## src/rtl/mm_types_pkg.sv

```systemverilog
package mm_types_pkg;

  // Datapath sizing
  localparam int DATA_W    = 16;
  localparam int ARRAY_N   = 4;
  // 32-bit products plus 4 bits of headroom for 16 terms
  localparam int ACC_W     = 36;
  localparam int MEM_DEPTH = 16;
  localparam int ADDR_W    = $clog2(MEM_DEPTH);
  localparam int KLEN_W    = 5;

  // One matrix element
  typedef logic [DATA_W-1:0] lane_t;

  // One memory word, lane 0 sits in the low bits
  typedef struct packed {
    lane_t [ARRAY_N-1:0] lane;
  } row_word_t;

  // Per-lane write enables
  typedef logic [ARRAY_N-1:0] lane_mask_t;

  // Run sequencer states
  typedef enum logic [2:0] {
    IDLE,
    FEED,
    DRAIN,
    WRITE_BACK,
    DONE
  } seq_state_t;

endpackage
```

## src/rtl/mm_sequencer.sv

```systemverilog
`timescale 1ns/100ps

module mm_sequencer
  import mm_types_pkg::*;
#(
  parameter int ARRAY_N = mm_types_pkg::ARRAY_N
) (
  input  logic                       clk,
  input  logic                       reset,
  input  logic                       start,
  input  logic [KLEN_W-1:0]          k_len,
  output logic                       busy,
  output logic                       done,
  output logic [ADDR_W-1:0]          op_addr,
  output logic                       op_valid,
  output logic                       clear,
  output logic [$clog2(ARRAY_N)-1:0] capture_row,
  output logic [ADDR_W-1:0]          c_addr,
  output logic                       c_we
);

  // RAM latency, skew, trip across the grid, last accumulate
  localparam int DRAIN_CYC = 1 + (ARRAY_N - 1) + 2 * (ARRAY_N - 1) + 1;

  seq_state_t        state;
  logic [KLEN_W-1:0] cnt;
  logic [KLEN_W-1:0] klen_q;

  assign busy        = (state != IDLE) && (state != DONE);
  assign op_valid    = (state == FEED);
  assign op_addr     = cnt[ADDR_W-1:0];
  assign c_we        = (state == WRITE_BACK);
  assign capture_row = cnt[$clog2(ARRAY_N)-1:0];
  assign c_addr      = cnt[ADDR_W-1:0];

  always_ff @(posedge clk) begin
    if (reset) begin
      state  <= IDLE;
      cnt    <= '0;
      klen_q <= '0;
      clear  <= 1'b0;
      done   <= 1'b0;
    end else begin
      clear <= 1'b0;
      case (state)
        IDLE, DONE: begin
          state <= IDLE;
          if (start) begin
            state  <= FEED;
            cnt    <= '0;
            klen_q <= k_len;
            clear  <= 1'b1;
            done   <= 1'b0;
          end
        end
        FEED: begin
          if (cnt == klen_q - 1'b1) begin
            state <= DRAIN;
            cnt   <= '0;
          end else begin
            cnt <= cnt + 1'b1;
          end
        end
        DRAIN: begin
          if (cnt == KLEN_W'(DRAIN_CYC - 1)) begin
            state <= WRITE_BACK;
            cnt   <= '0;
          end else begin
            cnt <= cnt + 1'b1;
          end
        end
        WRITE_BACK: begin
          // One C row per cycle
          if (cnt == KLEN_W'(ARRAY_N - 1)) begin
            state <= DONE;
            cnt   <= '0;
            done  <= 1'b1;
          end else begin
            cnt <= cnt + 1'b1;
          end
        end
        default: state <= IDLE;
      endcase
    end
  end

  // Register block must have screened k_len before the run
  a_feed_klen: assert property (@(posedge clk) disable iff (reset)
    state == FEED |-> klen_q != '0);

endmodule

```

## config.mk

```make
export PLATFORM = sky130hd
export DESIGN_NAME = mm_sequencer
export DESIGN_NICKNAME = d
export VERILOG_FILES = /design/src/rtl/mm_types_pkg.sv /design/src/rtl/mm_sequencer.sv
export SDC_FILE = /design/constraint.sdc
export NUM_CORES = 1
export LEC_CHECK = 0
export BUFFER_PORTS_ARGS = -buffer_cell sky130_fd_sc_hd__buf_2
export CAP_MARGIN = 10
export CORE_UTILIZATION = 45
export CTS_BUF_LIST = sky130_fd_sc_hd__clkbuf_4 sky130_fd_sc_hd__clkbuf_8 sky130_fd_sc_hd__clkbuf_16
export CTS_CLUSTER_SIZE = 30
export DETAILED_ROUTE_END_ITERATION = 7
export PLACE_DENSITY = 0.66
export SYNTH_ARGS = -nofsm -noshare
export SYNTH_HDL_FRONTEND = slang
export SYNTH_SLANG_ARGS = --single-unit
```

## constraint.sdc

```tcl
create_clock -name clk -period 4.3 [get_ports clk]
set_clock_uncertainty 0.1 [all_clocks]
set_input_delay 0 -clock clk [delete_from_list [all_inputs] [get_ports clk]]
set_output_delay 0 -clock clk [all_outputs]
set_load 0.1 [all_outputs]
```

Word level (Yosys, flattened, before mapping)
Index checks and enable logic that the tools add are counted.
{"block": "classes", "n_addsub": 2, "mul": 0, "n_div": 0, "n_lt_le_gt_ge": 0, "n_eq_ne": 12, "shift": 0, "muxes": 14, "n_bitwise": 1, "reduce_logical": 11}
{"op": "2-to-1 mux 5 bit", "count": 4}
{"op": "case mux 5 bit (4 select lines)", "count": 1}
{"op": "case mux 3 bit (4 select lines)", "count": 1}
{"op": "2-to-1 mux 3 bit", "count": 3}
{"op": "== test 3 x 2 -> 1 bit, second input constant", "count": 2}
{"op": "AND reduction 3 bit", "count": 2}
{"op": "adder 5 x 1 -> 5 bit, second input constant", "count": 1}
{"op": "== test 5 x 2 -> 1 bit, second input constant", "count": 1}
{"op": "== test 5 x 4 -> 1 bit, second input constant", "count": 1}
{"op": "== test 5 bit", "count": 1}
{"op": "subtractor 5 x 1 -> 5 bit, second input constant", "count": 1}
{"op": "2-to-1 mux 1 bit", "count": 4}
{"op": "!= test 2 x 1 -> 1 bit, second input constant", "count": 2}
{"op": "!= test 2 bit, second input constant", "count": 2}
{"op": "AND reduction 2 bit", "count": 2}
{"op": "nonzero test 4 bit", "count": 1}
{"op": "OR reduction 2 bit", "count": 2}
{"op": "== test 3 x 1 -> 1 bit, second input constant", "count": 1}
{"op": "== test 3 bit, second input constant", "count": 1}
{"op": "logical NOT 3 bit", "count": 1}
{"op": "!= test 3 bit, second input constant", "count": 1}
{"op": "nonzero test 3 bit", "count": 1}
{"op": "case mux 1 bit (2 select lines)", "count": 1}
{"op": "nonzero test 2 bit", "count": 1}
{"op": "2 further kinds", "count": 2}
{"block": "totals", "reg_bits": 15, "latchBits": 0, "mem_bits_rw": 0, "mem_bits_ro": 0, "out_inout_bits": 15, "elab_cells": 45, "mem_count": 0}

Longest topological paths before layout
{"block": "depth", "ltp_word": 4, "depth_mapped": 7, "mapped_depth_nobuf": 7}

Worst setup path after synthesis
No wires, ideal clock.
{"block": "synth_path", "path_type": "register to register", "from": "reg klen_q[0]", "to": "reg cnt[2]", "setup_ps": 132, "t_arrival_ps": 1566, "slack_ps": 2502, "stages_incl_launch_ff": 8, "n_path_buf": 0, "synth_period_minus_slack_ps": 1798, "cell_sequence": "dfxtp_1 inv_1 ha_1 xnor2_1 a211oi_1 a21oi_2 o311ai_1 a22oi_1"}
{"block": "synth_via", "elab_chain_cells": 4}
{"item": "start, declared", "line_no": "mm_sequencer.sv:27", "rtl": "logic [KLEN_W-1:0] klen_q;"}
{"item": "start signal, assigned", "line_no": "mm_sequencer.sv:51", "rtl": "klen_q <= k_len;"}
{"item": "subtractor 5 x 1 -> 5 bit", "line_no": "mm_sequencer.sv:57", "rtl": "if (cnt == klen_q - 1'b1) begin"}
{"item": "== test 5 bit", "line_no": "mm_sequencer.sv:57"}
{"item": "2-to-1 mux 5 bit", "line_no": "mm_sequencer.sv:57"}
{"item": "case mux 5 bit (4 select lines)", "line_no": "mm_sequencer.sv:45", "rtl": "case (state)"}
{"item": "end signal, assigned", "line_no": "mm_sequencer.sv:61", "rtl": "cnt <= cnt + 1'b1;"}
{"item": "end signal, assigned", "line_no": "mm_sequencer.sv:69", "rtl": "cnt <= cnt + 1'b1;"}
{"item": "end signal, assigned", "line_no": "mm_sequencer.sv:79", "rtl": "cnt <= cnt + 1'b1;"}
{"item": "end, declared", "line_no": "mm_sequencer.sv:26", "rtl": "logic [KLEN_W-1:0] cnt;"}
No other way between the ends.
A chain may end at the register's enable or synchronous reset.

Final worst setup path
{"block": "layout_path", "from": "reg cnt[0]", "to": "reg cnt[0]"}
{"block": "layout_via", "elab_chain_cells": 3, "elab_cells_between_ends": 8, "cone_classes": "add/sub: 1; eq/ne: 3; mux: 4"}
{"item": "adder 5 x 1 -> 5 bit, or another cell as far along", "line_no": "mm_sequencer.sv:61, mm_sequencer.sv:69, mm_sequencer.sv:79"}
{"item": "2-to-1 mux 5 bit (on tied branches)", "line_no": "mm_sequencer.sv:74, mm_sequencer.sv:57, mm_sequencer.sv:65"}
{"item": "case mux 5 bit (4 select lines) (*)", "line_no": "mm_sequencer.sv:45"}
Every way passes the cells marked *; elsewhere a longest branch is shown, timed or not.

==> impl_metrics.toml <==
[layout]
drive_gt1_share_pct = 22.1
stdcell_count = 165
area_growth_pct = 21.9
fin_nets = 152
diodes = 0

[floorplanning]
die-area_um2 = 2220
initial_utilization_pct = 50.3
die_w_um = 47.1
io_pins = 23
die_y_um = 47.1
num_rows = 15
fp.coreArea_um2 = 1820

[logic_synthesis]
async_reset_ff_share_pct = 0
yosysWarnings = 0
synth.distinct_cells = 31
ys.flop_type = "dfxtp_1"
syn_inst = 115
synth_seq_cells = 15
synth.net_count = 126
yosysSeqAreaShare_pct = 32.8
syn_avg_cell_area_um2 = 7.96
synth_edf_count = 0
synth_area_um2 = 916

[routing]
ant_nets = 0
via_per_inst = 4.99
dr.pass1.iters = 4
drc_errors = 0
vias = 823
routed_wl_um = 1940
routedWlPerCell_um = 11.8
drt_iter0_markers = 29

[clock_network]
cts.sinks = 15
postCtsSetupRepairBufs = 0
ctsResizeCount = 0
clk_latency_ps = 290
cts_max_level = 1
numCtsBuffers = 3
cts_tree = "done"
clock-root-buffer = "clkbuf_4"
clk_path_buf_depth = 2
clk_pin_slew_ps = 90

[global_route]
grt_use_total_pct = 20.3
antenna_found_initial = 0
grt_pass1_wl_um = 3110
grt.overflow.total = 0
grt_max_degree = 12
grt_pass1_vias = 736

[timing]
hold_viol = 0
fin_crit_sh_pct = 48.7
maxSlewViolCount = 0
slew-limit-headroom_pct = 61.8
rsz0062_at_grt = "false"
max_freq_ghz = 0.478
setup_viol = 0
tightest_slew_ps = 569
period_needed_ps = 2090
setup_tns_ps = 0

[setup_path]
cp_data_arrival_time_ps = 2160
end_kind = "register"
startpoint_type = "register"
reg2reg_depth = 6
crit_type = "register to register"
cp_max_fo = 9
crit_required_ps = 4370

[power_and_ir_drop]
power_leakage_nw = 0.513
finalPower_uw = 816
powerDensity_nw_per_um2 = 731
max-vdd-ir-drop_uv = 410

[placement]
io_buffers = 22
place_hpwl_um = 1370
gp_congestion = 0.773
dp.cells = 149

[outcome]
outcome = "finished, final reports clean"

[hold_path]
min_delay_path_depth = 2
timing.hold.worst.class = "register to register"

[job]
max_cap_viol_count = 0
-- where the power goes --
group	total [mW]	internal, mW	switching [mW]
combinational	0.519	0.104	0.415
sequential	0.207	0.165	0.0426
clock	0.0896	0.0424	0.0472
total	0.816	0.311	0.505
-- final timing paths --
kind,start,to,slack [ps]
setup / recovery,cnt[0]$_SDFFE_PP0P_,cnt[0]$_SDFFE_PP0P_,2210
hold / removal,done$_SDFFE_PP0P_,done$_SDFFE_PP0P_,410
setup reg to reg,cnt[0]$_SDFFE_PP0P_,cnt[0]$_SDFFE_PP0P_,2210
hold reg to reg,done$_SDFFE_PP0P_,done$_SDFFE_PP0P_,410
-- synthesized netlist by cell type (2+ instances only) --
master	number	area, um^2
a21oi_1	6	30.0
nand2b_1	2	12.5
nand3_1	3	15.0
a21boi_0	2	15.0
dfxtp_1	15	300
nor4_2	2	25.0
buf_4	11	82.6
o311ai_1	2	17.5
xnor2_1	4	35.0
xor2_1	4	35.0
and2_1	2	12.5
nor2_1	11	41.3
inv_1	7	26.3
nand2_1	19	71.3
o21ai_0	4	20.0
nand4bb_1	2	22.5
nor3_1	3	15.0
ha_1	3	37.5
-- per-stage QoR --
step	hold slack [ps]	util, %	worst slack [ps]	instance area (um^2)
floorplan	36.0	-	2500	916
global placement	141	53.1	2260	966
detailed placement	148	53.1	2230	966
CTS	413	61.3	2220	1120
global route	495	61.3	1990	1120
finish	412	61.3	2210	1120
-- cell families (layout without fill, tap and decap cells) --
family          count (synthesis)  in the layout  share of synthesized area (%)
xor+xnor                        8              8                           7.65
flops                          15             15                           32.8
buf+inv                        20             45                           12.8
fa+ha+maj                       3              3                           4.10
simple gates                   48             48                           26.6
compound gates                 21             21                           16.0
-- placed cells by master, fill, tap and decap left out, types with 2 or more instances in the layout --
master and n:
a21boi_0 2, nand2_1 19, o311ai_1 2, nor4_2 2, inv_1 7, xor2_1 4, o21ai_0 4, clkbuf_4 4
dlygate4sd3_1 12, nand4bb_1 2, nor3_1 3, nand3_1 3, dfxtp_1 15, a21oi_1 6, ha_1 3, nor2_1 11
buf_2 22, and2_1 2, xnor2_1 4, nand2b_1 2
-- layout make-up --
cell class | count | area (um^2)
fill | 175 | 704
multi-input combinational | 80 | 498
sequential | 15 | 300
inverter | 7 | 26.3
clock buffer | 4 | 30.0
tap | 25 | 31.3
timing repair buffer | 34 | 230
-- critical path: stages, from the launching register on --
cell and delay [ps]:
dfxtp_1 500, ha_1 280, nand2_1 80, nor4_2 380, nor2_1 170, o31ai_2 350
o21ai_0 110
-- sequential cells by signal, summed over array words and instances (netlist names) --
name    count
clear       1
cnt         5
done        1
klen_q      5
state       3
-- routing by layer --
layer	track usage, %	wire length [um]	vias to the layer above
li1	-	-	429
met1	26.0	897	360
met2	32.8	923	27
met3	2.31	66	7
met4	12.0	55	0
met5	0	0	-
-- repair_timing --
action,4_1_cts,5_1_grt
hold endpoints to repair,8,0
hold buffers,12,0
endpoints found under the setup margin,0,0
(Power assumes the default switching activity.)
