**config.mk**
```make
export PLATFORM = sky130hd
export DESIGN_NAME = mm_skew_feeder
export DESIGN_NICKNAME = d
export VERILOG_FILES = /design/src/rtl/mm_types_pkg.sv /design/src/rtl/mm_skew_feeder.sv
export SDC_FILE = /design/constraint.sdc
export NUM_CORES = 1
export LEC_CHECK = 0
export BUFFER_PORTS_ARGS = -buffer_cell sky130_fd_sc_hd__buf_2
export CAP_MARGIN = 20
export CORE_MARGIN = 3
export CORE_UTILIZATION = 45
export CTS_BUF_LIST = sky130_fd_sc_hd__clkbuf_16
export DETAILED_ROUTE_END_ITERATION = 16
export GPL_ROUTABILITY_DRIVEN = 0
export PLACE_DENSITY = 0.86
export SLEW_MARGIN = 10
export SYNTH_ARGS = -nofsm -noshare
export SYNTH_HDL_FRONTEND = slang
export SYNTH_SLANG_ARGS = --single-unit
```
**constraint.sdc**
```tcl
create_clock -name clk -period 2.02 [get_ports clk]
set_input_delay 0.101 -clock clk [delete_from_list [all_inputs] [get_ports clk]]
set_output_delay 0.101 -clock clk [all_outputs]
set_load 0.02 [all_outputs]
```
**src/rtl/mm_types_pkg.sv**
```systemverilog
package mm_types_pkg;

  // Datapath sizing
  localparam int DATA_W    = 16;
  localparam int ARRAY_N   = 4;
  // 32-bit products plus 4 bits of headroom for 16 terms
  localparam int ACC_W     = 36;
  localparam int MEM_DEPTH = 16;
  localparam int ADDR_W    = $clog2(MEM_DEPTH);
  localparam int KLEN_W    = 5;

  // One matrix element
  typedef logic [DATA_W-1:0] lane_t;

  // One memory word, lane 0 sits in the low bits
  typedef struct packed {
    lane_t [ARRAY_N-1:0] lane;
  } row_word_t;

  // Per-lane write enables
  typedef logic [ARRAY_N-1:0] lane_mask_t;

  // Run sequencer states
  typedef enum logic [2:0] {
    IDLE,
    FEED,
    DRAIN,
    WRITE_BACK,
    DONE
  } seq_state_t;

endpackage
```
**src/rtl/mm_skew_feeder.sv**
```systemverilog
`timescale 1ns/100ps

module mm_skew_feeder
  import mm_types_pkg::*;
#(
  parameter int ARRAY_N = mm_types_pkg::ARRAY_N
) (
  input  logic      clk,
  input  logic      reset,
  input  logic      op_valid,
  input  row_word_t a_word,
  input  row_word_t b_word,
  output row_word_t a_edge,
  output row_word_t b_edge
);

  // Bit 0 lines up with RAM data, bit i with lane i
  logic [ARRAY_N-1:0] valid_pipe;

  always_ff @(posedge clk) begin
    if (reset) begin
      valid_pipe <= '0;
    end else begin
      valid_pipe <= {valid_pipe[ARRAY_N-2:0], op_valid};
    end
  end

  for (genvar i = 0; i < ARRAY_N; i++) begin : g_lane
    if (i == 0) begin : g_direct
      assign a_edge.lane[i] = valid_pipe[i] ? a_word.lane[i] : '0;
      assign b_edge.lane[i] = valid_pipe[i] ? b_word.lane[i] : '0;
    end else begin : g_delay
      lane_t a_line [i];
      lane_t b_line [i];

      // Lane i waits i cycles
      always_ff @(posedge clk) begin
        a_line[0] <= a_word.lane[i];
        b_line[0] <= b_word.lane[i];
        for (int s = 1; s < i; s++) begin
          a_line[s] <= a_line[s-1];
          b_line[s] <= b_line[s-1];
        end
      end

      assign a_edge.lane[i] = valid_pipe[i] ? a_line[i-1] : '0;
      assign b_edge.lane[i] = valid_pipe[i] ? b_line[i-1] : '0;
    end
  end

endmodule

```
======== Yosys cells after proc, flatten, opt, wreduce, memory -nomap -nowiden ========
Memories as Yosys holds them, arrays and structs flattened.
Index checks and enable logic that the tools add are counted.
cells by class
  multiplexer cells ....................... 8
operator list
  kind     count
  $mux 16  8
word-level totals
  bits in registers ....................... 4
  RAM bits ................................ 192
  input port bits ......................... 131
  logic and storage cells ................. 15
  memories kept ........................... 6
memory list
  name                      words  width  rd ports  clocked after memory_dff  write ports  RTL line              source
  g_lane[3].g_delay.a_line  3      16     3         0                         3            mm_skew_feeder.sv:33  lane_t a_line [i];
  g_lane[3].g_delay.b_line  3      16     3         0                         3            mm_skew_feeder.sv:34  lane_t b_line [i];
  g_lane[2].g_delay.a_line  2      16     2         0                         2            mm_skew_feeder.sv:33
  g_lane[2].g_delay.b_line  2      16     2         0                         2            mm_skew_feeder.sv:34
  g_lane[1].g_delay.a_line  1      16     1         0                         1            mm_skew_feeder.sv:33
  g_lane[1].g_delay.b_line  1      16     1         0                         1            mm_skew_feeder.sv:34

======== Logic depth before layout (Yosys ltp) ========
Gate-level depths: netlist of the first run.
  word-level depth ........................ 1
  depth in mapped cells ................... 2
  gate-level depth less buffers ........... 1

======== Least setup slack after synthesis of the first run ========
Ideal clock, no wire load.
  path kind ............................... flip-flop to output port
  start point ............................. register valid_pipe[2]
  end point ............................... output a_edge[32] (netlist bit)
  arrival ................................. 0.746 ns
  required time ........................... 1.919 ns
  slack ................................... 1.173 ns
  cell stages (with the launch flop) ...... 3
  buffers on the path ..................... 1
  path through ............................ dfxtp_1 clkbuf_2 and2_1
RTL lines
  element                   RTL line              source
  start: declaration        mm_skew_feeder.sv:18  logic [ARRAY_N-1:0] valid_pipe;
  start signal: assignment  mm_skew_feeder.sv:24  valid_pipe <= {valid_pipe[ARRAY_N-2:0], op_valid};
  end: declaration          mm_skew_feeder.sv:13  output row_word_t a_edge,

==> out/summary.txt, run 1 <==
sequential share of power - 53.0%
pin count of the biggest net entering global routing - 34
Die W - 109.4 um
final hold vios - 0
vias in the first global route - 3886
Seq cells post-synth - 196
P&R area growth vs syn - 61.99%
sw frac - 21.88%
power share of the combinational group - 6.0%
Min-Delay Path Class - input pin to flip-flop
Post-synth EDFFs - 0
mapped cell area - 0.004810 sq mm
setup violators final - 0
Internal Power - 6.091 mW
Worst Clk Skew - 0.01009 ns
top post-synthesis cells by count - 196 x dfxtp_1, 128 x and2_1, 12 x clkbuf_2, 4 x nor2b_1
fillers - 643
Worst setup SP type - flip-flop
worst path arrival time - 1.65 ns
Final Max Tran Viols - 0
Post-route DRC - 0
Ys Warns - 0
I/O Pins - 259
Synth Flop Type - dfxtp_1
Max Freq - 570.6 MHz
Hold EP - g_lane[2].g_delay.b_line[0][11]
placed inst area - 0.006226 sq mm
die area - 0.01196 sq mm
Worst setup EP type - output pin
most common cell in the netlist - dfxtp_1
Synth area leaders - dfxtp_1 82%, and2_1 17%, clkbuf_2 1.2%
fin area - 0.007791 sq mm
total CTS buffers - 17
hold_sp - b_word[43]
WL/cell - 15.25 um
setup TNS - 0 ns
Post-CTS Setup Inserts - 0
antenna violations before repair - 3
sequential area share after synthesis - 81.58%
Rel. slew slack - 47.76%
Worst-path clk slew - 0.07 ns
Reg2Reg Depth - 1
GR Overflow Total - 0
total track usage - 22.26%
Die Y - 109.4 um
CP Class - flip-flop to output pin
CTS root buf - clkbuf_16
fin cells - 856
synthesized netlist cell count - 340
worst skew pair latency - 0.41 ns
first-pass GRT wire length - 19480 um
CTS HTree Levels - 4
RR Endpoint - valid_pipe[2]
unrepaired setup endpoints after global routing - false
Lkg Pwr - 3.950 nW
Distinct cells, synth - 4
status - finished, final reports clean
CP required - 1.92 ns
total wire length - 13050 um
CTS sink cnt - 196
CORE AREA - 0.01037 sq mm
share of the synthesized area in the top cell type - 81.58%
CTS tree - done
share of cells above drive strength 1 - 40.11%
Cells after DPL - 724
syn_nets - 471
vias - 3597
NetSw - 1.706 mW
drt first pass iters - 3
Port Buf Inserts - 258
VDD IR max - 0.7780 mV
Max-Cap Viols - 0
Crit Path Max Fanout - 33
Least-Margin Pin Slew - 0.7825 ns
r2r setup slk - 0.91 ns
Clock power frac - 41.0%
FP Rows - 37
initial core utilization - 46.38%
clock buffer depth - 2
worst reg2reg startpoint - valid_pipe[1]
Hold Path Depth - 2
Post-Syn Area per Cell - 14.15 sq um
Nets - 836
min Tclk post-route - 1.752 ns
DR iter-0 viols - 134
routed vias/inst - 4.202
Final ANT Viol Nets - 0
P per Cell Area - 1001 mW/mm^2
Synth area leader - dfxtp_1
Final period util - 86.76%
fraction of registers with async set/reset - 0%
## metal layers
metal	global-route usage [%]	share of wire, %	up-vias
li1	-	-	1762
met1	20.08	32	1625
met2	43.42	57	176
met3	7.164	7.6	34
met4	11.49	3.1	0
met5	0	0	-
## cell usage in the layout (no fill, tap or decap)
master	n
nor2b_1	4
and2_1	128
buf_2	258
clkinv_4	2
inv_1	1
clkinv_8	2
dlygate4sd3_1	98
clkinv_1	3
buf_4	2
inv_6	1
diode_2	2
dfxtp_1	196
bufinv_16	1
clkbuf_16	17
inv_8	4
clkinv_2	1
## cells by family after synthesis
family        Yosys count  synth area share [%]
buf+inv                12                 1.249
flops                 196                 81.58
simple gates          132                 17.17
## stage by stage
step	total power, mW	utilization, %	setup WS (ns)	hold slack [ns]
floorplan	4.318	-	1.173	0.1287
global placement	4.502	60.04	0.8133	0.2030
detailed placement	4.523	60.04	0.7330	0.2046
CTS	7.859	75.08	0.2849	0.2972
global route	8.085	75.13	0.1061	0.3149
finish	7.797	75.13	0.2675	0.3216
## repair_timing
item                       CTS  global route
hold buffers                98             0
setup endpoints to repair    0             0
hold endpoints to repair   100             0
resized for setup            0             0
## flip-flops by register name, summed over array words and instances, names as in the netlist
name                   cells
g_lane.g_delay.a_line     96
valid_pipe                 4
g_lane.g_delay.b_line     96
## final cells by class
type / instances / area, sq um / share of cell area, %
sequential: 196 / 3924 / 50.36
timing repair buffer: 358 / 2287 / 29.36
multi-input combinational: 132 / 825.8 / 10.60
clock buffer: 17 / 425.4 / 5.460
tap: 136 / 170.2 / 2.184
clock inverter: 15 / 153.9 / 1.975
antenna: 2 / 5.005 / 0.06424
## worst max path at each step
stage                        from          to  slack (ns)  cells after the start
global route        valid_pipe[1]  b_edge[31]        0.11                      2
CTS                 valid_pipe[1]  b_edge[19]        0.28                      2
finish              valid_pipe[1]  a_edge[28]        0.27                      2
global placement    valid_pipe[1]  b_edge[20]        0.81                      2
floorplan           valid_pipe[2]  a_edge[32]        1.17                      2
detailed placement  valid_pipe[1]  b_edge[19]        0.73                      2
## critical path, cell delays in order (launching register included)
cell and delay, ns:
dfxtp_1 0.83, and2_1 0.25, buf_2 0.17
## power groups by stage
stage | registers (mW) | clock network (mW) | logic, mW
after floorplan | 4.18 | 0 | 0.134
after global placement | 4.20 | 0 | 0.301
after detailed placement | 4.22 | 0 | 0.308
after CTS | 4.13 | 3.27 | 0.458
after global routing | 4.15 | 3.43 | 0.506
final | 4.13 | 3.20 | 0.469
Power figures use the tool's default switching activity.
==> inputs of run 2 (changes only) <==
ABC_AREA = 1   (was not set)
CORE_UTILIZATION = 47   (was 45)
PLACE_DENSITY = 0.88   (was 0.86)
==> run 2 against run 1 <==
  * Sequential share of layout area down 1.4 points
  * Clock-buffer cell count did not move
  * Clock power rose by 6%
  * Synthesized cell count up 40%
  * Power rose by 2.6%
  * Area after synthesis grew 5.5%
  * Design area rose by 2.8%
  * Non-clock buffer count grew 2
  * Sequential cell count is the same
  * Setup slack better by 0.22 ns
  * Largest cell class unchanged
==> out/summary.txt, run 2 <==
Synth Flop Type - dfxtp_1
syn_nets - 606 (+29%)
Post-route DRC - 0 (unchanged)
FP Rows - 37 (unchanged)
Post-Syn Area per Cell - 10.68 sq um (-25%)
P&R area growth vs syn - 57.97%
unrepaired setup endpoints after global routing - false
hold buffers post-CTS - 98 (unchanged)
most common cell in the netlist - dfxtp_1
P per Cell Area - 998.7 mW/mm^2 (-0.20%)
Max Freq - 651.4 MHz (+14%)
Top Registers - g_lane.g_delay.a_line (96), g_lane.g_delay.b_line (96), valid_pipe (4)
Worst setup EP type - output pin
CORE AREA - 0.01042 sq mm (+0.45%)
CTS HTree Levels - 4 (unchanged)
Rel. slew slack - 77.83% (+30 points)
share of the synthesized area in the top cell type - 77.36% (-4.2 points)
vias in the first global route - 4064 (+4.6%)
setup TNS - 0 ns (unchanged)
top post-synthesis cells by count - 196 x dfxtp_1, 132 x inv_1, 128 x nand2_1, 12 x buf_6, 4 x nor2_1
worst path arrival time - 1.43 ns (-0.22 ns)
Final Max Tran Viols - 0 (unchanged)
CP Class - flip-flop to output pin
Lkg Pwr - 4.947 nW (+25%)
met2 WL - 7613 um (+2.1%)
Ys Warns - 0 (unchanged)
Crit Path Max Fanout - 32 (-3.0%)
initial core utilization - 48.70% (+2.3 points)
Max-Cap Viols - 0 (unchanged)
metal3 WL - 1071 um (+7.9%)
synthesized netlist cell count - 475 (+40%)
post-cts gate resize count - 0 (unchanged)
GR Overflow Total - 0 (unchanged)
clock buffer depth - 2 (unchanged)
first-pass GRT wire length - 19090 um (-2.0%)
CTS tree - done
Min-Delay Path Class - input pin to flip-flop
most frequent cells in the layout - 258 x buf_2, 196 x dfxtp_1, 132 x inv_1, 128 x nand2_1, 98 x dlygate4sd3_1
status - finished, final reports clean
WL/cell - 13.48 um (-12%)
min Tclk post-route - 1.535 ns (-0.2173 ns)
Worst-path clk slew - 0.08 ns (about the same)
M1 WL - 4323 um (+3.1%)
Post-synth EDFFs - 0 (unchanged)
VDD IR max - 0.9032 mV (+16%)
Least-Margin Pin Slew - 0.3326 ns (-0.4499 ns)
Seq cells post-synth - 196 (unchanged)
setup violators final - 0 (unchanged)
vias - 4013 (+12%)
pin count of the biggest net entering global routing - 34 (unchanged)
drt first pass iters - 4 (+1)
Nets - 970 (+16%)
Distinct cells, synth - 6 (+2)
r2r setup slk - 1.17 ns (+0.26 ns)
I/O Pins - 259 (unchanged)
Die W - 109.9 um (+0.46%)
CP required - 1.92 ns (about the same)
worst hold slack - 0.3125 ns (-0.009102 ns)
DR iter-0 viols - 142 (+6.0%)
Synth area leader - dfxtp_1
highest routed layer - met4
Port Buf Inserts - 258 (unchanged)
total CTS buffers - 17 (unchanged)
share of cells above drive strength 1 - 34.51% (-5.6 points)
final hold vios - 0 (unchanged)
Worst Clk Skew - 0.009261 ns (-0.0008277 ns)
total track usage - 21.42% (-0.84 points)
fraction of registers with async set/reset - 0% (unchanged)
routed vias/inst - 4.054 (-3.5%)
mapped cell area - 0.005072 sq mm (+5.5%)
Worst setup SP type - flip-flop
Synth area leaders - dfxtp_1 77%, inv_1 9.8%, nand2_1 9.5%
CTS root buf - clkbuf_16
Die Y - 109.9 um (+0.46%)
DPL Wire Length - 8115 um
commonest non-fill, non-tap cell in the layout - buf_2
total wire length - 13340 um (+2.2%)
worst skew pair latency - 0.41 ns (about the same)
Final ANT Viol Nets - 0 (unchanged)
Post-CTS Setup Inserts - 0 (unchanged)
antenna violations before repair - 2 (-1)
die area - 0.01207 sq mm (+0.93%)
CTS sink cnt - 196 (unchanged)
Final period util - 76.00% (-11 points)
sequential area share after synthesis - 77.36% (-4.2 points)
-- run 2: changes by cell type after synthesis --
cell	delta
buf_6	+12
nor2b_1	-4
buf_4	+3
nor2_1	+4
clkbuf_2	-12
nand2_1	+128
inv_1	+132
and2_1	-128
-- run 2: path summary, 6_finish.rpt --
check | depth (start not counted) | from | endpoint
worst max-delay path | 4 | valid_pipe[1] | a_edge[30]
worst min-delay path | 2 | b_word[27] | g_lane[1].g_delay.b_line[0][11]
worst max register to register | 3 | valid_pipe[0] | valid_pipe[1]
worst min register to register | 0 | g_lane[3].g_delay.b_line[0][9] | g_lane[3].g_delay.b_line[0][25]
-- run 2: final cells by class --
type | instances | area (sq um)
antenna | 2 | 5.005
clock buffer | 17 | 425.4
clock inverter | 15 | 195.2
fill | 625 | 2404
inverter | 132 | 495.5
multi-input combinational | 132 | 495.5
sequential | 196 | 3924
tap | 136 | 170.2
timing repair buffer | 360 | 2302
-- run 2: per-stage QoR --
stage	power, mW	cells	utilization (%)	area, sq um	setup WS, ns
5_1_grt	8.266	990	76.92	8013	0.3835
2_1_floorplan	4.348	475	-	5072	1.191
4_1_cts	8.027	988	76.88	8008	0.4711
3_5_place_dp	4.544	858	61.50	6406	0.9352
3_3_place_gp	4.518	858	61.50	6406	0.9960
6_report	8.002	990	76.92	8013	0.4848
-- run 2: power breakdown --
group	internal, mW	switching (mW)	leakage [nW]	total (mW)
clock	1.72	1.67	0.301	3.38
sequential	4.07	0.0579	1.65	4.13
combinational	0.272	0.222	2.99	0.493
-- run 2: layer usage --
layer  track usage, %  up-vias
li1                 -     2025
met1            18.25     1777
met2            43.89      181
met3            6.929       30
met4            8.994        0
met5                0        -
-- run 2: cells by family after synthesis --
logic type	synth area share, %
buf+inv	12.88
flops	77.36
simple gates	9.768
-- run 2: worst max-delay path, cell delays in order (launching register included) --
cell and delay [ns]:
dfxtp_1 0.33, buf_4 0.30, nand2_1 0.13, inv_1 0.10
buf_2 0.17
==> inputs of run 3 (changes only) <==
ABC_AREA = 0   (was 1)
CORE_UTILIZATION = 43   (was 47)
PLACE_DENSITY = 0.83   (was 0.88)
clock period = 1.6 ns   (was 2.02 ns; I/O delays follow)
==> run 3 against run 2 <==
  * Power is 22% higher
  * Non-clock buffer count unchanged
  * Die area up 3.4%
  * Highest routed layer unchanged
  * Design area is 2.7% lower
  * Wire length shrank 5.7%
  * Critical path type unchanged
  * Setup slack lost 0.38 ns
  * Sequential cell count unchanged
==> out/summary.txt, run 3 (synthesis results as in run 1) <==
status - finished, final reports clean
GR Overflow Total - 0 (unchanged)
unrepaired setup endpoints after global routing - false
Crit Path Max Fanout - 18 (-44%)
Worst setup EP type - output pin
Worst setup SP type - flip-flop
worst skew pair latency - 0.41 ns (about the same)
Worst-path clk slew - 0.07 ns (about the same)
final hold vios - 0 (unchanged)
Least-Margin Pin Slew - 0.2516 ns (-0.08103 ns)
drt first pass iters - 4 (unchanged)
Post-route DRC - 0 (unchanged)
Rel. slew slack - 83.23% (+5.4 points)
total CTS buffers - 17 (unchanged)
area of the multi-input gates - 825.8 sq um (+67%)
Hold Path Depth - 2 (unchanged)
Reg2Reg Depth - 2 (-1)
vias - 3581 (-11%)
DR iter-0 viols - 92 (-35%)
P&R area growth vs syn - 62.02%
Max Freq - 668.6 MHz
first-pass GRT wire length - 19940 um (+4.4%)
routed vias/inst - 4.183 (+3.2%)
Max-Cap Viols - 0 (unchanged)
CP required - 1.52 ns (-0.40 ns)
crit path buf inv count - 2 (-1)
FP Rows - 37 (unchanged)
worst hold slack - 0.2988 ns (-0.01370 ns)
fin util - 73.50% (-3.4 points)
setup violators final - 0 (unchanged)
CTS HTree Levels - 4 (unchanged)
WL/cell - 14.70 um (+9.1%)
total track usage - 20.74% (-0.69 points)
most frequent cells in the layout - 258 x buf_2, 195 x dfxtp_1, 128 x and2_1, 98 x dlygate4sd3_1, 17 x clkbuf_16
CP Class - flip-flop to output pin
Max stage delay on crit path - 0.44 ns (+0.11 ns)
total wire length - 12580 um (-5.7%)
Cells after DPL - 726 (-15%)
antenna violations before repair - 0 (-2)
pin count of the biggest net entering global routing - 34 (unchanged)
Lkg Pwr - 3.948 nW (-20%)
worst path arrival time - 1.42 ns (about the same)
Min-Delay Path Class - input pin to flip-flop
Port Buf Inserts - 258 (unchanged)
CORE AREA - 0.01060 sq mm (+1.8%)
min Tclk post-route - 1.496 ns
CP cell instances - buf_4 > and2_1 > buf_2
vias in the first global route - 4006 (-1.4%)
commonest non-fill, non-tap cell in the layout - buf_2
Final period util - 93.48%
fillers - 663 (+6.1%)
P per Cell Area - 1251 mW/mm^2 (+25%)
setup TNS - 0 ns (unchanged)
Final Max Tran Viols - 0 (unchanged)
initial core utilization - 45.37% (-3.3 points)
DPL Wire Length - 8016 um (-1.2%)
share of cells above drive strength 1 - 40.97% (+6.5 points)
CTS tree - done
Final ANT Viol Nets - 0 (unchanged)
fin area - 0.007792 sq mm (-2.7%)
CTS sink cnt - 196 (unchanged)
CTS root buf - clkbuf_16
Slowest-stage cell, CP - dfxtp_2
I/O Pins - 259 (unchanged)
clock buffer depth - 2 (unchanged)
diode count - 0 (-2)
Die W - 111.8 um (+1.7%)
Worst Clk Skew - 0.008606 ns (-0.0006555 ns)
VDD IR max - 0.8754 mV (-3.1%)
Reg area - 0.003925 sq mm (about the same)
die area - 0.01249 sq mm (+3.4%)
family with the most delay on the worst path - flip-flops
Nets - 838 (-14%)
placed inst area - 0.006241 sq mm (-2.6%)
number of cells on the critical path - 3 (-1)
Die Y - 111.8 um (+1.7%)
fin cells - 856 (-14%)
Top Registers - g_lane.g_delay.a_line (96), g_lane.g_delay.b_line (96), valid_pipe (4)
==> run 3: area by class of cell <==
class	count	share of cell area (%)
clock inverter	15	1.847
timing repair buffer	360	29.54
multi-input combinational	132	10.60
tap	136	2.184
sequential	196	50.37
clock buffer	17	5.459
==> run 3: path summary, 6_finish.rpt <==
| kind | endpoint | slack, ns | startpoint |
|---|---|---|---|
| worst max-delay path | b_edge[18] | 0.10 | valid_pipe[1] |
| worst min-delay path | g_lane[2].g_delay.a_line[0][13] | 0.30 | a_word[45] |
| worst max register to register | valid_pipe[3] | 0.78 | valid_pipe[2] |
| worst min register to register | g_lane[3].g_delay.a_line[0][39] | 0.32 | g_lane[3].g_delay.a_line[0][23] |
==> run 3: metrics by stage <==
step	worst slack (ns)	total power, mW
after global routing	0.02648	10.11
after CTS	0.09576	9.825
after global placement	0.4968	5.688
after detailed placement	0.4146	5.711
after floorplan	0.7742	5.452
final	0.1043	9.746
==> run 3: timing repair <==
item                                    in CTS  in global routing
endpoints found under the setup margin      18                  0
hold buffers                                98                  0
gates resized for setup                      1                  0
endpoints found under the hold margin      100                  0
buffers inserted                             0                  0
==> run 3: power by group <==
part,internal (mW),total [mW],switching [mW]
clock network,2.06,3.94,1.88
logic,0.354,0.602,0.247
registers,5.14,5.20,0.0638
total,7.55,9.75,2.20
==> run 3: routing by layer <==
metal / vias to the layer above / track usage (%) / part of all wire, %
li1: 1762 / - / -
met1: 1608 / 17.72 / 32
met2: 172 / 42.25 / 58
met3: 39 / 5.326 / 6.6
met4: 0 / 11.44 / 3.7
met5: - / 0 / 0
