### config.mk
export PLATFORM = sky130hd
export DESIGN_NAME = mm_apb_regs
export DESIGN_NICKNAME = d
export VERILOG_FILES = /design/src/rtl/mm_host_pkg.sv /design/src/rtl/mm_types_pkg.sv /design/src/rtl/mm_apb_regs.sv
export SDC_FILE = /design/constraint.sdc
export NUM_CORES = 1
export LEC_CHECK = 0
export CAP_MARGIN = 20
export CORE_AREA = 4 4 139 141
export CTS_BUF_LIST = sky130_fd_sc_hd__clkbuf_4 sky130_fd_sc_hd__clkbuf_8
export CTS_CLUSTER_SIZE = 30
export DETAILED_ROUTE_END_ITERATION = 16
export DIE_AREA = 0 0 143 145
export DONT_BUFFER_PORTS = 1
export PLACE_DENSITY = 0.34
export SYNTH_ARGS = -nofsm -noshare
export SYNTH_HDL_FRONTEND = slang
export SYNTH_SLANG_ARGS = --single-unit
### constraint.sdc
create_clock -name clk -period 2.8 [get_ports clk]
set_input_delay 0.56 -clock clk [delete_from_list [all_inputs] [get_ports clk]]
set_output_delay 0.56 -clock clk [all_outputs]
set_load 0.05 [all_outputs]
### src/rtl/mm_host_pkg.sv
package mm_host_pkg;

  localparam int APB_AW = 12;
  localparam int APB_DW = 32;

  // Requester side of the APB link
  typedef struct packed {
    logic              psel;
    logic              penable;
    logic              pwrite;
    logic [APB_AW-1:0] paddr;
    logic [APB_DW-1:0] pwdata;
  } apb_req_t;

  // Completer side
  typedef struct packed {
    logic              pready;
    logic              pslverr;
    logic [APB_DW-1:0] prdata;
  } apb_rsp_t;

  // Address regions, decoded from paddr[9:8]
  typedef enum logic [1:0] {
    REG_CTRL = 2'd0,
    MEM_A    = 2'd1,
    MEM_B    = 2'd2,
    MEM_C    = 2'd3
  } region_t;

  // Field positions inside paddr
  localparam int REGION_LSB = 8;
  localparam int WORD_LSB   = 3;
  localparam int HALF_BIT   = 2;
  localparam int OFS_W      = 8;

  // Register offsets and bit fields
  localparam logic [OFS_W-1:0] CTRL_OFS   = 8'h00;
  localparam logic [OFS_W-1:0] STATUS_OFS = 8'h04;
  localparam int CTRL_START_BIT  = 0;
  localparam int CTRL_KLEN_LSB   = 8;
  localparam int STATUS_BUSY_BIT = 0;
  localparam int STATUS_DONE_BIT = 1;

endpackage

### src/rtl/mm_types_pkg.sv
package mm_types_pkg;

  // Datapath sizing
  localparam int DATA_W    = 16;
  localparam int ARRAY_N   = 4;
  // 32-bit products plus 4 bits of headroom for 16 terms
  localparam int ACC_W     = 36;
  localparam int MEM_DEPTH = 16;
  localparam int ADDR_W    = $clog2(MEM_DEPTH);
  localparam int KLEN_W    = 5;

  // One matrix element
  typedef logic [DATA_W-1:0] lane_t;

  // One memory word, lane 0 sits in the low bits
  typedef struct packed {
    lane_t [ARRAY_N-1:0] lane;
  } row_word_t;

  // Per-lane write enables
  typedef logic [ARRAY_N-1:0] lane_mask_t;

  // Run sequencer states
  typedef enum logic [2:0] {
    IDLE,
    FEED,
    DRAIN,
    WRITE_BACK,
    DONE
  } seq_state_t;

endpackage
### src/rtl/mm_apb_regs.sv
`timescale 1ns/100ps

module mm_apb_regs
  import mm_types_pkg::*, mm_host_pkg::*;
#(
  parameter int ARRAY_N   = mm_types_pkg::ARRAY_N,
  parameter int DATA_W    = mm_types_pkg::DATA_W,
  parameter int MEM_DEPTH = mm_types_pkg::MEM_DEPTH
) (
  input  logic              clk,
  input  logic              reset,
  input  apb_req_t          apb_req,
  output apb_rsp_t          apb_rsp,
  output logic [ADDR_W-1:0] host_addr,
  output row_word_t         host_wdata,
  output lane_mask_t        mask_a,
  output lane_mask_t        mask_b,
  input  row_word_t         rdata_a,
  input  row_word_t         rdata_b,
  input  row_word_t         rdata_c,
  output logic              start,
  output logic [KLEN_W-1:0] k_len,
  input  logic              busy,
  input  logic              done
);

  // Lanes carried by one APB beat
  localparam int LANES_PER_BEAT = APB_DW / DATA_W;

  logic              access;
  region_t           region;
  logic              half;
  logic [OFS_W-1:0]  reg_ofs;
  logic [KLEN_W-1:0] wr_klen;
  logic              wr_start;
  logic              is_mem;
  logic              err;
  logic              ctrl_write;
  logic              mem_read;
  logic              rd_wait;
  lane_mask_t        half_mask;
  row_word_t         rd_word;
  logic [APB_DW-1:0] rd_data;

  ////////////////////////////////////////////////////////////////////////////
  // Address decode
  ////////////////////////////////////////////////////////////////////////////

  assign access    = apb_req.psel && apb_req.penable;
  assign region    = region_t'(apb_req.paddr[REGION_LSB +: 2]);
  assign half      = apb_req.paddr[HALF_BIT];
  assign reg_ofs   = apb_req.paddr[OFS_W-1:0];
  assign wr_klen   = apb_req.pwdata[CTRL_KLEN_LSB +: KLEN_W];
  assign wr_start  = apb_req.pwdata[CTRL_START_BIT];
  assign is_mem    = (region != REG_CTRL);
  assign host_addr = apb_req.paddr[WORD_LSB +: ADDR_W];

  // Error conditions per region
  always_comb begin
    err = 1'b0;
    case (region)
      MEM_A, MEM_B: err = busy;
      MEM_C:        err = apb_req.pwrite;
      default: begin
        if (reg_ofs == CTRL_OFS) begin
          if (apb_req.pwrite) begin
            err = (wr_start && busy) || (wr_klen == '0) || (int'(wr_klen) > MEM_DEPTH);
          end
        end else if (reg_ofs != STATUS_OFS) begin
          err = 1'b1;
        end
      end
    endcase
  end

  // Spread the beat over every half, the mask picks the real one
  always_comb begin
    for (int l = 0; l < ARRAY_N; l++) begin
      host_wdata.lane[l] = apb_req.pwdata[(l % LANES_PER_BEAT) * DATA_W +: DATA_W];
      half_mask[l]       = ((l / LANES_PER_BEAT) == int'(half));
    end
  end

  assign mask_a = (access && apb_req.pwrite && !err && region == MEM_A) ? half_mask : '0;
  assign mask_b = (access && apb_req.pwrite && !err && region == MEM_B) ? half_mask : '0;

  assign ctrl_write = access && apb_req.pwrite && !err &&
                      (region == REG_CTRL) && (reg_ofs == CTRL_OFS);

  ////////////////////////////////////////////////////////////////////////////
  // Read path and response
  ////////////////////////////////////////////////////////////////////////////

  assign mem_read = access && !apb_req.pwrite && is_mem && !err;

  always_comb begin
    case (region)
      MEM_A:   rd_word = rdata_a;
      MEM_B:   rd_word = rdata_b;
      default: rd_word = rdata_c;
    endcase
  end

  always_comb begin
    rd_data = '0;
    if (is_mem) begin
      for (int l = 0; l < LANES_PER_BEAT; l++) begin
        rd_data[l * DATA_W +: DATA_W] = rd_word.lane[int'(half) * LANES_PER_BEAT + l];
      end
    end else if (reg_ofs == CTRL_OFS) begin
      rd_data[CTRL_KLEN_LSB +: KLEN_W] = k_len;
    end else begin
      rd_data[STATUS_BUSY_BIT] = busy;
      rd_data[STATUS_DONE_BIT] = done;
    end
  end

  // Memory reads hold one extra cycle for the registered RAM output
  assign apb_rsp.pready  = access && (!mem_read || rd_wait);
  assign apb_rsp.pslverr = access && err;
  assign apb_rsp.prdata  = rd_data;

  always_ff @(posedge clk) begin
    if (reset) begin
      rd_wait <= 1'b0;
      start   <= 1'b0;
      k_len   <= '0;
    end else begin
      rd_wait <= mem_read && !rd_wait;
      start   <= ctrl_write && wr_start;
      if (ctrl_write) begin
        k_len <= wr_klen;
      end
    end
  end

  // Completion only in an access phase entered from setup or a stall
  a_pready_access: assert property (@(posedge clk) disable iff (reset)
    apb_rsp.pready |-> access &&
      ($past(apb_req.psel && !apb_req.penable) || $past(access && !apb_rsp.pready)));

  a_start_idle: assert property (@(posedge clk) disable iff (reset)
    start |-> !busy);

endmodule

# After elaboration in Yosys (flattened, before gate mapping)
# Cells that the tools add are included.
# op_classes
n_addsub	1
n_mul	0
div_mod_pow	0
magnitude_cmp	3
eq_ne	4
shifts	0
mux	18
bitwise_logic	1
reduce_logical	27
# op_table
op	n
$pmux W64 S2	1
$mux W16	4
$bmux W16 S2	1
$mux W19	1
$logic_and A1 B1 Y1	15
$mux W5	2
$logic_not A8 Y1	1
$mux W4	2
$ne A8 B3 Y1 const B	1
$mux W6	1
$gt A5 B5 Y1 const B	1
$logic_not A5 Y1	1
$eq A2 B2 Y1 const B	2
$logic_not A1 Y1	4
$mux W2	2
$add A2 B1 Y3 const B	1
$logic_or A1 B1 Y1	3
$lt A2 B3 Y1 const B	1
$lt A3 B3 Y1 const B	1
$mux W1	3
$eq A2 B1 Y1 const B	1
$logic_not A2 Y1	1
$pmux W1 S2	1
$reduce_bool A2 Y1	1
2 further kinds	2
# word_totals
regBits	7
latchBits	0
mem_bits_rw	0
rom_bits	0
input_bits	243
output_inout_bits	116
elab_cells	57
n_memories	0

# Logic depth before layout (Yosys ltp)
# Gate-level depths: netlist of run 1.
# depth
word_depth	11
mapped_depth	7
mapped_depth_nobuf	6

# Worst setup path after synthesis of run 1
# OpenSTA, ideal clock, no wires.
# synth_timing
path_kind	in2out
start	input apb_req[40] (netlist bit)
end	output apb_rsp[13] (netlist bit)
arrival_ns	2.676
t_required_ns	2.240
slack_ns	-0.436
cell_stages	6
path_buffers	2
path_cell_list	inv_1 -> ha_1 -> buf_2 -> clkbuf_1 -> a211oi_1 -> a211oi_1
# synth_rtl
element	line_no	text
from (decl)	mm_apb_regs.sv:12	input apb_req_t apb_req,
to (decl)	mm_apb_regs.sv:13	output apb_rsp_t apb_rsp,

==> results.md, run 1 <==
| Step | Quantity | Reported |
|:---|:---|:---|
| outcome | Status | finished clean |
| critical path | Worst Reg2Reg Path Length in Cells | 2 |
| cells and area | Proportion of layout cells with a drive suffix above 1 | 50.5% |
| logic synthesis | Most common flop cell mapped by yosys | dfxtp_1 |
| logic synthesis | Count of cell types in the netlist | 36 |
| clocking | Worst skew pair latency | 0.23 ns |
| power and ir drop | Power density relative to cell area | 312 nW/um^2 |
| timing | Fmax achieved | 0.376 GHz |
| timing | Share of the clock period used by the worst path | 95.0% |
| critical path | Kind of start point of the critical path | input pin |
| routing | Average routed wire per standard cell | 22.4 um |
| global routing | Remaining global-route overflow | 0 |
| logic synthesis | Mapped Nets | 589 |
| clocking | Clock tree root buffer cell | clkbuf_8 |
| routing | Total via count after detailed routing | 2,466 |
| clocking | Maximum level of the CTS H-tree | 1 |
| placement | Pre-CTS setup slack | 0.0252 ns |
| logic synthesis | Register area share after synthesis | 4.83% |
| routing | First drt pass iteration count | 4 |
| logic synthesis | Syn_area_per_cell | 8.48 um^2 |
| floorplanning | Placeable core area | 18,000 um^2 |
| logic synthesis | Register bit total from synthesis | 7 |
| cells and area | Finished Core Util | 17.9% |
| routing | Number of routed nets with antenna violations | 0 |
| timing | Setup-violating endpoint count in the final report | 0 |
| critical path | Worst-path maximum fanout | 24 |
| routing | Top Layer Used | met4 |
| timing | Setup repair after global routing missed its margin | no |
| cells and area | Number of cells in the finished layout apart from fillers | 520 |
| routing | Sum of routed wire length over all layers | 11,600 um |
| placement | HPWL after DPL | 9670 um |
| worst hold path | Classification of the worst-slack hold path | input pin to register |
| global routing | Wire length of the first global-routing pass | 16,200 um |
| critical path | Worst Setup End Kind | primary output |
| logic synthesis | Fraction of registers with async set or reset after synthesis | 0% |
| routing | Detailed-routed wire length on met2 | 6260 um |
| clocking | CTS tree | built |
| critical path | Data required time of the critical path | 2.24 ns |
| logic synthesis | Synthesized cell area | 2900 um^2 |
| floorplanning | Cell Rows | 49 |
| routing | Routed wire length on met3 | 1070 um |
| cells and area | Post-synthesis to final-layout area growth | 11.2% |
| power and ir drop | Worst ir drop on vdd | 0.189 mV |
| timing | Worst slew slack as a fraction of its limit | 60.4% |
| clocking | Setup Buffers After CTS | 0 |
| routing | Met1 routed wirelength after detailed routing | 4150 um |
| logic synthesis | Cells after synthesis | 342 |
| floorplanning | Overall die height | 145 um |
| logic synthesis | Number of enable flip-flop cells after synthesis | 0 |
| timing | Final Hold Viols | 0 |
| global routing | Global-route usage over all layers | 9.94% |
| worst hold path | Worst hold path stage count | 1 |
| cells and area | Number of nets in the finished design | 539 |
| power and ir drop | Static Leakage | 1.03 nW |
| critical path | Arrival time of the worst setup path | 2.10 ns |
| cells and area | Number of antenna repair diodes | 0 |
| routing | Drt via density | 4.74 |
| placement | Number of placed instances, taps included | 516 |
| critical path | R2R setup slack | 1.80 ns |
| routing | Post-route DRC violation count | 0 |
| clocking | Total CTS buffers | 3 |
| timing | Max Clock Skew | 0 ns |
| clocking | Reg clk slew, reported paths | 0.04 ns |
| floorplanning | Initial core utilization | 16.1% |
| global routing | Vias in the first global route | 2,758 |
| timing | Final slew viol count | 0 |
| clocking | Maximum clock insertion buffer count | 2 |
| placement | Count of input and output buffers | 0 |
| global routing | Antenna violations before repair | 1 |
| timing | Tmin final | 2.66 ns |
| critical path | CP Class | input pin to primary output |
| timing | Smallest setup slack after layout | 0.139 ns |
| placement | Final weighted congestion in routability-driven placement | 0.781 |
| floorplanning | Top-level port count | 359 |
| global routing | Largest net degree at the start of global routing | 114 |
| logic synthesis | Total of warnings raised by yosys | 0 |
| routing | Detailed Route Iter0 Violations | 64 |
| clocking | CTS sink count | 7 |
| timing | Actual slew at the worst max-slew pin | 0.594 ns |
| job | Number of violations of the max-capacitance limit | 0 |
| floorplanning | Die Width | 143 um |
| floorplanning | Die Footprint | 20,700 um^2 |
==> layout make-up <==
type,count,area [um^2]
multi-input combinational,229,2210
sequential,7,140
inverter,3,11.3
fill,2010,14700
tap,229,287
clock buffer,4,48.8
timing repair buffer,48,523
==> timing repair <==
item / CTS / global route
hold buffers: 0 / 0
gates resized for setup: 0 / 2
setup endpoints to repair: 0 / 1
==> path summary, 6_finish.rpt <==
kind | from | end
setup / recovery | apb_req[40] | apb_rsp[32]
hold / removal | reset | rd_wait
setup reg to reg | k_len[1] | k_len[1]
hold reg to reg | rd_wait | rd_wait
==> routing by layer <==
| metal | global-route usage [%] | up-vias |
|---|---|---|
| met5 | 0 | - |
| met4 | 1.57 | 0 |
| met3 | 2.24 | 19 |
| met2 | 19.9 | 206 |
| met1 | 10.5 | 1121 |
| li1 | - | 1120 |
==> Yosys cell counts (2+ instances only) <==
cell	count	share of area, %
inv_1	3	0.39
nand3_1	3	0.52
mux4_2	7	5.4
nor2b_1	26	5.6
a22o_1	19	5.7
a22oi_1	25	6.5
nand2b_1	9	1.9
nor4_4	2	1.5
mux2_2	50	19
buf_4	75	19
nor3_1	2	0.35
a21oi_1	5	0.86
dfxtp_1	7	4.8
buf_6	5	1.9
nand3b_1	2	0.52
clkbuf_1	10	1.3
mux2i_1	6	2.1
a211oi_1	50	13
buf_2	11	1.9
and3b_1	2	0.60
buf_1	2	0.26
nand2_1	4	0.52
ha_1	4	1.7
==> power by group <==
| group | total (mW) | internal [mW] | switching (mW) | leakage (nW) |
|---|---|---|---|---|
| Combinational | 0.748 | 0.312 | 0.437 | 0.945 |
| Sequential | 0.100 | 0.100 | 0.0000981 | 0.0564 |
| Clock | 0.158 | 0.109 | 0.0493 | 0.0262 |
| Total | 1.01 | 0.521 | 0.486 | 1.03 |
==> cell usage in the layout (no fill, tap or decap), types with 2 or more instances in the layout <==
cell type   n
a22o_1     19
inv_1       3
nand2_1     4
and3b_1     2
nor2b_1    26
buf_12     13
a211oi_1   25
nand3b_1    2
clkbuf_8    3
dfxtp_1     7
nand3_1     3
a22oi_1    25
mux2_2     50
nand2b_1    9
a21oi_2     3
nor3_1      2
nor4_4      2
mux2i_1     6
a211oi_2   25
ha_4        3
mux4_2      7
buf_4      35
==> cell families (layout without fill, tap and decap cells) <==
kind of cell / Yosys count / count (layout) / share of synthesized area, %
AND/OR/NAND/NOR: 57 / 57 / 13.2
adder cells (fa/ha/maj): 4 / 4 / 1.73
AO/OA/AOI/OAI: 105 / 105 / 28.1
buffers and inverters: 106 / 55 / 25.2
flip-flops: 7 / 7 / 4.83
multiplexers: 63 / 63 / 26.9
==> stage by stage <==
stage	instance area [um^2]	power (mW)	hold slack [ns]	setup TNS [ns]
global route	3220	1.05	0.404	0
CTS	3200	1.01	0.407	0
detailed placement	3160	0.854	0.520	0
floorplan	3040	0.921	0.503	-0.602
finish	3220	1.01	0.404	0
global placement	3160	0.853	0.511	0
==> state kept, by name (all words and copies together) (netlist names) <==
register,cells
k_len,5
start,1
rd_wait,1
==> critical path, stage by stage <==
cell     delay [ns]
inv_1          0.07
ha_4           0.54
a221o_1        0.50
and3b_1        0.27
buf_12         0.15
Power figures use the tool's default switching activity.
==> run 2, diff against run 1 <==
PLACE_DENSITY = 0.4   (was 0.34)
clock period = 2.5 ns   (was 2.8 ns; I/O delays follow)
==> run 2 against run 1 <==
Net effect:
- cell count grew 2.3%
- largest power group unchanged
- non-clock buffer count rose by 12
- global-route usage down 0.25 points
- clock skew did not move
- first-iteration DRC count fell by 27%
- worst hold slack got worse by 0.064 ns
- critical path type unchanged
- combinational power is 46% higher
- via count increased by 3.0%
- final area up 19%
- sequential share of layout area shrank 0.69 points
==> results.md, run 2 (synthesized netlist as in run 1, its figures left out) <==
| Step | Quantity | Reported | Delta |
|:---|:---|:---|:---|
| timing | Actual slew at the worst max-slew pin | 0.477 ns | -0.117 ns |
| global routing | Vias in the first global route | 2,825 | +2.4% |
| cells and area | Number of cells in the finished layout apart from fillers | 532 | +2.3% |
| cells and area | Total of fill cells in the finished design | 1,938 | -3.6% |
| power and ir drop | Final Total Pwr | 1.38 mW | +37% |
| timing | Tmin final | 2.44 ns |  |
| critical path | Data required time of the critical path | 2.00 ns | -0.24 ns |
| placement | Final weighted congestion in routability-driven placement | 0.803 | +2.8% |
| floorplanning | Overall die height | 145 um | unchanged |
| placement | Pre-CTS setup slack | -0.00839 ns | -0.0336 ns |
| cells and area | Number of antenna repair diodes | 0 | unchanged |
| cells and area | Post-route standard cell area excluding fillers | 3830 um^2 | +19% |
| clocking | Worst skew pair latency | 0.23 ns | about the same |
| floorplanning | Initial core utilization | 16.1% | unchanged |
| cells and area | Number of nets in the finished design | 551 | +2.2% |
| cells and area | Area of combinational cells with multiple inputs | 2410 um^2 | +8.8% |
| cells and area | Post-synthesis to final-layout area growth | 32.2% |  |
| cells and area | Proportion of layout cells with a drive suffix above 1 | 53.5% | +2.9 points |
| job | Number of violations of the max-capacitance limit | 0 | unchanged |
| floorplanning | Top-level port count | 359 | unchanged |
| clocking | Maximum level of the CTS H-tree | 1 | unchanged |
| floorplanning | Cell Rows | 49 | unchanged |
| routing | Number of routed nets with antenna violations | 0 | unchanged |
| cells and area | Top library cells by usage in the layout, fill and taps aside | mux2_2, buf_12, nor2b_1 |  |
| routing | Average routed wire per standard cell | 20.7 um | -7.4% |
| global routing | Global-route usage over all layers | 9.69% | -0.25 points |
| timing | Share of the clock period used by the worst path | 97.7% |  |
| critical path | Endpoint of the worst-slack reg-to-reg timing path | k_len[3] |  |
| critical path | Kind of start point of the critical path | input pin |  |
| placement | HPWL after DPL | 9300 um | -3.8% |
| routing | Sum of routed wire length over all layers | 11,000 um | -5.3% |
| critical path | Arrival time of the worst setup path | 1.94 ns | -0.16 ns |
| worst hold path | Worst hold path stage count | 1 | unchanged |
| clocking | Total CTS buffers | 3 | unchanged |
| clocking | Hold buffer count at cts | 0 | unchanged |
| worst hold path | Classification of the worst-slack hold path | input pin to register |  |
| timing | Smallest setup slack after layout | 0.0572 ns | -0.0817 ns |
| routing | Detailed Route Iter0 Violations | 47 | -27% |
| critical path | Worst-path maximum fanout | 13 | -46% |
| critical path | Worst Setup End Kind | primary output |  |
| timing | Setup repair after global routing missed its margin | yes |  |
| timing | Final slew viol count | 0 | unchanged |
| clocking | Reg clk slew, reported paths | 0.05 ns | about the same |
| global routing | Remaining global-route overflow | 0 | unchanged |
| timing | Setup-violating endpoint count in the final report | 0 | unchanged |
| power and ir drop | Power density relative to cell area | 359 nW/um^2 | +15% |
| power and ir drop | Static Leakage | 1.22 nW | +19% |
| placement | Placed Instance Area | 3770 um^2 | +20% |
| timing | Final Hold Viols | 0 | unchanged |
| clocking | Clock tree root buffer cell | clkbuf_8 |  |
| critical path | Reg2reg start | k_len[3] |  |
| clocking | Setup Buffers After CTS | 0 | unchanged |
| global routing | Largest net degree at the start of global routing | 114 | unchanged |
| clocking | Maximum clock insertion buffer count | 2 | unchanged |
| routing | First drt pass iteration count | 4 | unchanged |
| cells and area | Register cell area after layout | 140 um^2 | unchanged |
| clocking | CTS sink count | 7 | unchanged |
| outcome | Status | finished clean |  |
| clocking | CTS tree | built |  |
| cells and area | Biggest register | k_len |  |
| critical path | R2R setup slack | 1.72 ns | -0.08 ns |
| worst hold path | Hold Path Origin | reset |  |
| routing | Drt via density | 4.78 | +0.72% |
| routing | Post-route DRC violation count | 0 | unchanged |
| floorplanning | Placeable core area | 18,000 um^2 | unchanged |
| worst hold path | Hold EP | rd_wait |  |
| cells and area | Leading registers by flop count | k_len x5, rd_wait x1, start x1 |  |
| cells and area | Max reg flops | 5 | unchanged |
| floorplanning | Die Width | 143 um | unchanged |
| timing | Setup total negative slack | 0 ns | unchanged |
| critical path | Worst Reg2Reg Path Length in Cells | 3 | +1 |
| global routing | Wire length of the first global-routing pass | 16,100 um | -0.56% |
| timing | Worst slew slack as a fraction of its limit | 68.2% | +7.8 points |
| power and ir drop | Worst ir drop on vdd | 0.221 mV | +17% |
| timing | Max Clock Skew | 0 ns | unchanged |
| critical path | CP Class | input pin to primary output |  |
| global routing | Antenna violations before repair | 0 | -1 |
| cells and area | Commonest non-fill, non-tap cell in the layout | mux2_2 |  |
| timing | Fmax achieved | 0.409 GHz |  |
| routing | Total via count after detailed routing | 2,541 | +3.0% |
| placement | Number of placed instances, taps included | 529 | +2.5% |
| floorplanning | Die Footprint | 20,700 um^2 | unchanged |
| placement | Count of input and output buffers | 0 | unchanged |
==> run 2: changes by cell type in the layout (fill, tap and decap cells not counted), sizes merged <==
cell | before | now
buf | 48 | 60
==> run 2: how the worst max path moves through the flow <==
stage	start	slack, ns	cells past startpoint	to
final	apb_req[40]	0.06	7	mask_a[0]
after global routing	apb_req[40]	-0.005	7	mask_a[0]
after CTS	apb_req[41]	0.006	7	apb_rsp[10]
after detailed placement	apb_req[40]	-0.008	7	apb_rsp[10]
after global placement	apb_req[40]	0.007	7	apb_rsp[10]
after floorplan	apb_req[40]	-0.18	5	mask_a[1]
==> run 2: final cells by class <==
type | count | share of cell area, %
flip-flops and latches | 7 | 3.66
well taps | 229 | 7.47
clock buffers | 4 | 1.27
inverters | 3 | 0.294
repair buffers | 60 | 24.5
multi-input cells | 229 | 62.8
==> run 2: power breakdown <==
part	internal (mW)	switching (mW)	leakage [nW]	total [mW]
clock	0.122	0.0565	0.0262	0.178
combinational	0.522	0.563	1.14	1.09
sequential	0.112	0.000142	0.0564	0.112
total	0.757	0.619	1.22	1.38
==> run 2: critical path, stage by stage <==
cell	delay (ns)
inv_1	0.05
buf_4	0.14
ha_4	0.30
a221o_1	0.37
buf_4	0.18
a21oi_2	0.19
buf_12	0.20
==> run 2: repair_timing <==
action,4_1_cts,5_1_grt
resized for setup,2,3
pin swaps,3,7
endpoints found under the hold margin,0,0
endpoints found under the setup margin,2,11
==> run 2: routing by layer <==
metal	part of all wire [%]	global-route usage, %
met1	35	10.5
met2	52	18.2
met3	10	2.47
met4	2.4	2.95
met5	0	0
==> run 2: per-stage QoR <==
step / utilization [%] / hold slack, ns
after floorplan: - / 0.503
after global placement: 21.0 / 0.515
after detailed placement: 21.0 / 0.522
after CTS: 21.3 / 0.341
after global routing: 21.3 / 0.334
final: 21.3 / 0.340
